`src/common/rv_mul_defs.svh`:
```
`ifndef RV_MUL_DEFS_SVH
`define RV_MUL_DEFS_SVH

// Register width of the core
`define RV_XLEN 32

// Half word width used for the 16x16 partial products
`define RV_HALF 16

// One restore step per bit of the dividend
`define DIV_STEPS 32

// Start to done in clock cycles
`define MUL_LATENCY 2
`define DIV_LATENCY 34

`endif

```
`src/common/rv_mul_pkg.sv`:
```
`include "rv_mul_defs.svh"

package rv_mul_pkg;

  typedef logic [`RV_XLEN-1:0] word_t;
  typedef logic [`RV_HALF-1:0] half_t;
  typedef logic [2*`RV_HALF-1:0] prod_t;

  // funct3 of the M extension, bit 2 set for divides
  typedef logic [2:0] op_t;

  localparam op_t OP_MUL    = 3'b000;
  localparam op_t OP_MULH   = 3'b001;
  localparam op_t OP_MULHSU = 3'b010;
  localparam op_t OP_MULHU  = 3'b011;
  localparam op_t OP_DIV    = 3'b100;
  localparam op_t OP_DIVU   = 3'b101;
  localparam op_t OP_REM    = 3'b110;
  localparam op_t OP_REMU   = 3'b111;

  // Iterative divider states
  typedef enum logic [1:0] {
    DIV_IDLE,
    DIV_RUN,
    DIV_FIX
  } div_state_t;

endpackage

```
`src/mul_ext/mul_ext_div.sv`:
```
`include "rv_mul_defs.svh"

module mul_ext_div
  import rv_mul_pkg::*;
(
  input  logic  clk,
  input  logic  arst_n,
  input  logic  start,
  input  op_t   op,
  input  word_t dividend,
  input  word_t divisor,
  output logic  busy,
  output logic  done,
  output word_t result
);

  localparam int CNT_W = $clog2(`DIV_STEPS);

  div_state_t state;
  logic [CNT_W-1:0] count;

  // Quotient register starts out holding the dividend magnitude
  word_t quo;
  word_t rem;
  word_t dvsr;

  // Sign fix-up and result select captured at load
  logic neg_q;
  logic neg_r;
  logic want_rem;

  // Load side decode
  logic  op_signed;
  word_t dividend_abs;
  word_t divisor_abs;

  // One restore step
  logic [`RV_XLEN:0] shifted;
  logic [`RV_XLEN:0] trial;
  logic              fits;

  // Final values
  word_t quo_out;
  word_t rem_out;

  assign op_signed = (op == OP_DIV) || (op == OP_REM);

  assign dividend_abs = (op_signed && dividend[`RV_XLEN-1]) ? -dividend : dividend;
  assign divisor_abs  = (op_signed && divisor[`RV_XLEN-1]) ? -divisor : divisor;

  // Bring in the next dividend bit and try to subtract
  assign shifted = {rem, quo[`RV_XLEN-1]};
  assign trial   = shifted - {1'b0, dvsr};
  assign fits    = shifted >= {1'b0, dvsr};

  // Control FSM
  always_ff @(posedge clk or negedge arst_n) begin
    if (!arst_n) begin
      state <= DIV_IDLE;
      count <= '0;
    end else begin
      case (state)
        DIV_IDLE: begin
          if (start) begin
            state <= DIV_RUN;
            count <= CNT_W'(`DIV_STEPS - 1);
          end
        end
        DIV_RUN: begin
          if (count == '0) begin
            state <= DIV_FIX;
          end else begin
            count <= count - 1'b1;
          end
        end
        DIV_FIX: begin
          state <= DIV_IDLE;
        end
        default: begin
          state <= DIV_IDLE;
        end
      endcase
    end
  end

  // Datapath
  always_ff @(posedge clk) begin
    if (state == DIV_IDLE && start) begin
      quo      <= dividend_abs;
      rem      <= '0;
      dvsr     <= divisor_abs;
      want_rem <= op[1];
      // Zero divisor keeps the all-ones quotient as is
      neg_q    <= op_signed && (dividend[`RV_XLEN-1] ^ divisor[`RV_XLEN-1]) &&
                  (divisor != '0);
      // Remainder takes the sign of the dividend
      neg_r    <= op_signed && dividend[`RV_XLEN-1];
    end else if (state == DIV_RUN) begin
      if (fits) begin
        rem <= trial[`RV_XLEN-1:0];
      end else begin
        rem <= shifted[`RV_XLEN-1:0];
      end
      quo <= {quo[`RV_XLEN-2:0], fits};
    end
  end

  // With a zero divisor every step fits, so the quotient ends all ones
  // and the remainder ends as the dividend magnitude
  // Overflow gives quotient 0x80000000 with both signs set, left as is
  assign quo_out = neg_q ? -quo : quo;
  assign rem_out = neg_r ? -rem : rem;

  assign result = want_rem ? rem_out : quo_out;

  // Done is the single FIX cycle
  assign done = (state == DIV_FIX);
  assign busy = (state != DIV_IDLE);

endmodule

```
`src/mul_ext/mul_ext_ex.sv`:
```
`include "rv_mul_defs.svh"

module mul_ext_ex
  import rv_mul_pkg::*;
(
  input  logic  clk,
  input  logic  arst_n,
  input  logic  start,
  input  op_t   op,
  input  word_t rs1_data,
  input  word_t rs2_data,
  output prod_t mul_ll,
  output prod_t mul_lh,
  output prod_t mul_hl,
  output prod_t mul_hh,
  output word_t rs1_q,
  output word_t rs2_q,
  output op_t   op_q,
  output logic  mul_valid,
  output logic  busy,
  output logic  div_done,
  output word_t div_result
);

  // Request qualification
  logic accept;
  logic mul_start;
  logic div_start;

  // Operand halves
  half_t a_lo;
  half_t a_hi;
  half_t b_lo;
  half_t b_hi;

  // Only the divider can hold the unit busy
  assign accept    = start && !busy;
  assign mul_start = accept && !op[2];
  assign div_start = accept && op[2];

  assign a_lo = rs1_data[`RV_HALF-1:0];
  assign a_hi = rs1_data[`RV_XLEN-1:`RV_HALF];
  assign b_lo = rs2_data[`RV_HALF-1:0];
  assign b_hi = rs2_data[`RV_XLEN-1:`RV_HALF];

  // Multiply strobe toward MEM, one cycle after capture
  always_ff @(posedge clk or negedge arst_n) begin
    if (!arst_n) begin
      mul_valid <= 1'b0;
    end else begin
      mul_valid <= mul_start;
    end
  end

  // Captured request payload
  always_ff @(posedge clk) begin
    if (accept) begin
      op_q <= op;
    end
    if (mul_start) begin
      // Unsigned 16x16 products, signs are fixed up in MEM
      mul_ll <= prod_t'(a_lo) * prod_t'(b_lo);
      mul_lh <= prod_t'(a_lo) * prod_t'(b_hi);
      mul_hl <= prod_t'(a_hi) * prod_t'(b_lo);
      mul_hh <= prod_t'(a_hi) * prod_t'(b_hi);
      // Operands kept for the MULH sign correction
      rs1_q  <= rs1_data;
      rs2_q  <= rs2_data;
    end
  end

  // Iterative divider for DIV, DIVU, REM and REMU
  mul_ext_div div0 (
    .clk      (clk),
    .arst_n   (arst_n),
    .start    (div_start),
    .op       (op),
    .dividend (rs1_data),
    .divisor  (rs2_data),
    .busy     (busy),
    .done     (div_done),
    .result   (div_result)
  );

endmodule

```
`src/mul_ext/mul_ext_mem.sv`:
```
`include "rv_mul_defs.svh"

module mul_ext_mem
  import rv_mul_pkg::*;
(
  input  logic  clk,
  input  logic  arst_n,
  input  logic  mul_valid,
  input  logic  div_done,
  input  prod_t mul_ll,
  input  prod_t mul_lh,
  input  prod_t mul_hl,
  input  prod_t mul_hh,
  input  word_t div_result,
  input  word_t rs1_data,
  input  word_t rs2_data,
  input  op_t   op,
  output logic  done,
  output word_t result
);

  // Cross products summed with their carry
  logic [`RV_XLEN:0]     mid_sum;
  logic [2*`RV_XLEN-1:0] product;

  // Sign correction
  logic  rs1_signed;
  logic  rs2_signed;
  word_t corr_a;
  word_t corr_b;
  word_t upper;

  word_t mul_result;
  word_t next_result;

  assign mid_sum = {1'b0, mul_lh} + {1'b0, mul_hl};

  // Middle sum lands at bit 16 of the full product
  assign product = {
    ({mul_hh, mul_ll[`RV_XLEN-1:`RV_HALF]} + {{(`RV_HALF-1){1'b0}}, mid_sum}),
    mul_ll[`RV_HALF-1:0]
  };

  assign rs1_signed = (op == OP_MULH) || (op == OP_MULHSU);
  assign rs2_signed = (op == OP_MULH);

  // A negative signed operand counts as value minus 2^32,
  // so the other operand comes off the upper word
  assign corr_a = (rs1_signed && rs1_data[`RV_XLEN-1]) ? rs2_data : '0;
  assign corr_b = (rs2_signed && rs2_data[`RV_XLEN-1]) ? rs1_data : '0;

  assign upper = product[2*`RV_XLEN-1:`RV_XLEN] - corr_a - corr_b;

  // MUL takes the low word, MULH, MULHSU and MULHU the corrected high word
  assign mul_result = (op == OP_MUL) ? product[`RV_XLEN-1:0] : upper;

  assign next_result = op[2] ? div_result : mul_result;

  // One-cycle done strobe
  always_ff @(posedge clk or negedge arst_n) begin
    if (!arst_n) begin
      done <= 1'b0;
    end else begin
      done <= mul_valid || div_done;
    end
  end

  // Result only updates on a completing operation
  always_ff @(posedge clk) begin
    if (mul_valid || div_done) begin
      result <= next_result;
    end
  end

endmodule

```
`src/mul_ext_top.sv`:
```
module mul_ext_top
  import rv_mul_pkg::*;
(
  input  logic  clk,
  input  logic  arst_n,
  input  logic  start,
  input  op_t   op,
  input  word_t rs1_data,
  input  word_t rs2_data,
  output logic  busy,
  output logic  done,
  output word_t result
);

  // EX to MEM pipeline signals
  prod_t mul_ll;
  prod_t mul_lh;
  prod_t mul_hl;
  prod_t mul_hh;
  word_t rs1_q;
  word_t rs2_q;
  op_t   op_q;
  logic  mul_valid;
  logic  div_done;
  word_t div_result;

  mul_ext_ex ex0 (
    .clk        (clk),
    .arst_n     (arst_n),
    .start      (start),
    .op         (op),
    .rs1_data   (rs1_data),
    .rs2_data   (rs2_data),
    .mul_ll     (mul_ll),
    .mul_lh     (mul_lh),
    .mul_hl     (mul_hl),
    .mul_hh     (mul_hh),
    .rs1_q      (rs1_q),
    .rs2_q      (rs2_q),
    .op_q       (op_q),
    .mul_valid  (mul_valid),
    .busy       (busy),
    .div_done   (div_done),
    .div_result (div_result)
  );

  // MEM sees the captured operands and op
  mul_ext_mem mem0 (
    .clk        (clk),
    .arst_n     (arst_n),
    .mul_valid  (mul_valid),
    .div_done   (div_done),
    .mul_ll     (mul_ll),
    .mul_lh     (mul_lh),
    .mul_hl     (mul_hl),
    .mul_hh     (mul_hh),
    .div_result (div_result),
    .rs1_data   (rs1_q),
    .rs2_data   (rs2_q),
    .op         (op_q),
    .done       (done),
    .result     (result)
  );

endmodule

```
`config.mk`:
```
export PLATFORM = sky130hd
export DESIGN_NAME = mul_ext_top
export DESIGN_NICKNAME = d
export VERILOG_FILES = /design/src/common/rv_mul_pkg.sv /design/src/mul_ext/mul_ext_div.sv /design/src/mul_ext/mul_ext_ex.sv /design/src/mul_ext/mul_ext_mem.sv /design/src/mul_ext_top.sv
export VERILOG_INCLUDE_DIRS = /design/src /design/src/common
export SDC_FILE = /design/constraint.sdc
export NUM_CORES = 2
export LEC_CHECK = 0
export BUFFER_PORTS_ARGS = -buffer_cell sky130_fd_sc_hd__buf_2
export CELL_PAD_IN_SITES_DETAIL_PLACEMENT = 2
export CELL_PAD_IN_SITES_GLOBAL_PLACEMENT = 2
export CORE_AREA = 2 2 404 366
export CTS_CLUSTER_SIZE = 16
export DETAILED_ROUTE_END_ITERATION = 6
export DIE_AREA = 0 0 406 368
export PLACE_DENSITY = 0.87
export SLEW_MARGIN = 20
export SYNTH_ARGS = -nofsm -noshare
export SYNTH_HDL_FRONTEND = slang
export SYNTH_SLANG_ARGS = --single-unit
```
`constraint.sdc`:
```
create_clock -name clk -period 9.6 [get_ports clk]
set_clock_uncertainty 0.1 [all_clocks]
set_input_delay 1.44 -clock clk [delete_from_list [all_inputs] [get_ports clk]]
set_output_delay 1.44 -clock clk [all_outputs]
set_load 0.005 [all_outputs]
```
==> run summary <==
status - finished with violations
failing checks - setup timing
maximum buffer depth of the clock tree - 3
Tightest Hold Check Type - reg -> reg
Distinct cells, synth - 87
initial antenna violation count - 28
Post-synth EDFFs - 294
Ys Warns - 0
first-pass GRT wire length - 404 mm
Primary FF master, synth - edfxtp_1
worst slew pin tran - 1.37 ns
DP Wirelength - 186 mm
WL/cell - 35.2 um
Clk pin slew, worst setup/hold paths - 0.08 ns
Seq/Total Area, Yosys - 17.7%
Post-Synthesis Cells - 5946
Multi-input gate area - 0.0400 mm^2
die area - 0.149 mm^2
WP data arrival - 9.95 ns
vias per cell - 6.18
synth top area cells - fa_1 (31%), edfxtp_1 (16%), ha_1 (12%)
DR vias - 48800
Commonest cells post-synth - inv_1 (1064), fa_1 (841), nand2_1 (773)
count of buffers from port buffering - 103
Setup WS pre-CTS - 0.667 ns
Fmax - 0.104 GHz
Seq cells post-synth - 335
FFs w/ async S/R, synth - 2.69%
Yosys top cell area share - 30.7%
Placement Rows - 133
max cap viols - 0
Tmin final - 9.66 ns
Slew Limit Fails - 0
mapped cell area - 0.0548 mm^2
Crit Path Max Fanout - 6
Final Hold Fails - 0
Worst R2R Path Depth - 28
Syn Area/Cell - 9.22 um^2
Max stage delay cell, worst path - o41ai_2
layout cells sized above 1 - 5.31%
CTS tree - built
GR Overflow Total - 0
fin crit share - 101%
Hold Path Origin - ex0.div0.count[0]
syn_nets - 7375
Starting Density - 37.7%
# fillers - 15600
RSZ-0062 raised after global routing - false
synth-to-layout area growth - 7.73%
count of final setup violators - 1
clock latency on the worst-skew pair - 0.68 ns
met3 usage - 10.4%
WL final - 278 mm
Post-CTS Setup Inserts - 0
CP Data Required Time - 9.90 ns
r2r endpoint - mem0.result[26]
Worst setup SP type - register
antenna-violating nets left - 0
met1 Use GR - 38.7%
hold buffer count at cts - 0
Min-Delay Endpoint - ex0.div0.count[0]
CP peak stage delay - 0.95 ns
All-Layer GR Usage - 37.1%
Critical Path Sink Type - register
DR iter-0 viols - 5432
H-tree Lvls - 2
Core Area - 0.145 mm^2
Resized cells post-CTS - 0
First-pass DRT Iterations - 7
clock root cell - clkbuf_16
Nets - 7325
top-count cell post-synth - inv_1
DRC - 0
largest net degree at the start of global routing - 82
area leader, netlist - fa_1
r2r setup slk - -0.06 ns
register area - 0.00969 mm^2
vias in the first global route - 57600
Die Span Y - 368 um
M2 GR Usage - 60.8%
cell count of the worst hold path - 1
GP Congestion - 0.894
worst setup margin - -0.0561 ns
Ports - 104
CP Class - reg -> reg
TritonCTS Sinks - 335
worst r2r src - ex0.mul_lh[0]
DIE WIDTH - 406 um
CTS buffer count - 46
Max transition margin - 8.62%
layer with the highest usage - met2
worst max-delay path, delay by kind of cell, from the launching register on:
kind | cells | cell delay (ns)
compound gates | 14 | 4.76
fa+ha+maj | 5 | 1.98
xor+xnor | 2 | 0.91
simple gates | 3 | 0.69
flops | 1 | 0.48
buf+inv | 4 | 0.45
flip-flops by register name, indices dropped and copies added (netlist names), 32 cells and up:
name / cells
ex0.div0.dvsr: 32
ex0.div0.quo: 32
ex0.div0.rem: 32
ex0.mul_hh: 32
ex0.mul_hl: 32
ex0.mul_lh: 32
ex0.mul_ll: 32
ex0.rs1_q: 32
ex0.rs2_q: 32
mem0.result: 32
routing by layer:
layer	wire length, um	vias up	part of all wire [%]
met1	90500	25000	33
met4	30600	24	11
met5	174	-	0.063
li1	-	18700	-
met3	26700	1661	9.6
met2	130000	3514	47
worst max-delay path by stage:
stage                  startpoint              end  slack [ns]  depth (start not counted)
floorplan            rs1_data[11]   ex0.mul_lh[31]        1.65                         24
global placement     rs1_data[10]   ex0.mul_ll[30]        1.16                         19
detailed placement    rs1_data[9]   ex0.mul_lh[31]        0.67                         23
CTS                 ex0.mul_hl[1]  mem0.result[26]        0.53                         26
global route        ex0.mul_lh[0]  mem0.result[26]        0.05                         28
finish              ex0.mul_lh[0]  mem0.result[26]       -0.06                         28
metrics by stage:
step / utilization, % / instances / TNS [ns] / cell area, um^2 / hold slack, ns
5_1_grt: 40.6 / 7892 / 0 / 59000 / 0.456
6_report: 40.6 / 7898 / -0.0561 / 59000 / 0.419
4_1_cts: 40.5 / 7882 / 0 / 58900 / 0.420
3_3_place_gp: 39.5 / 7801 / 0 / 57400 / 0.388
2_1_floorplan: - / 5946 / 0 / 54800 / 0.361
3_5_place_dp: 39.5 / 7801 / 0 / 57400 / 0.412
kinds of logic after synthesis:
| group | share of synthesized area (%) |
|---|---|
| mux | 0.550 |
| fa+ha+maj | 42.5 |
| xor+xnor | 5.15 |
| compound gates | 9.22 |
| buf+inv | 9.43 |
| flops | 17.7 |
| simple gates | 15.4 |
cell type report:
class,count,share of cell area (%)
multi-input cells,4240,67.8
flip-flops and latches,335,16.4
inverters,1064,6.77
well taps,1957,4.15
repair buffers,209,2.34
clock buffers,56,2.03
clock inverters,25,0.492
diodes,12,0.0509
layout by cell type, fill, tap and decap left out, types with 9 or more instances in the layout:
cell       count
o21ai_1       57
mux2i_1       29
diode_2       12
buf_2        103
buf_4         99
inv_1       1064
nor2_1       182
and2_1       501
a211oi_1      26
clkbuf_1       9
dfrtp_1        9
dfxtp_1       32
nor4_1        14
ha_1         518
o31ai_1       28
nor2b_1       27
xor2_1       108
o211ai_1      21
nand3_1       50
o21bai_1      31
nor3_1        37
nand2_1      772
clkinv_2      10
a21oi_1      227
o41ai_1       16
nand4_1       18
a31oi_1       19
edfxtp_1     294
o21a_1        25
and3_1        36
or4_1         13
a21o_1       100
clkbuf_16     46
or3_1         24
fa_1         841
xnor2_1      211
nand2b_1      34
o21ai_0      133
Power is not shown: default switching activity piles up to over one toggle a cycle in this logic, so the estimate is an artifact.
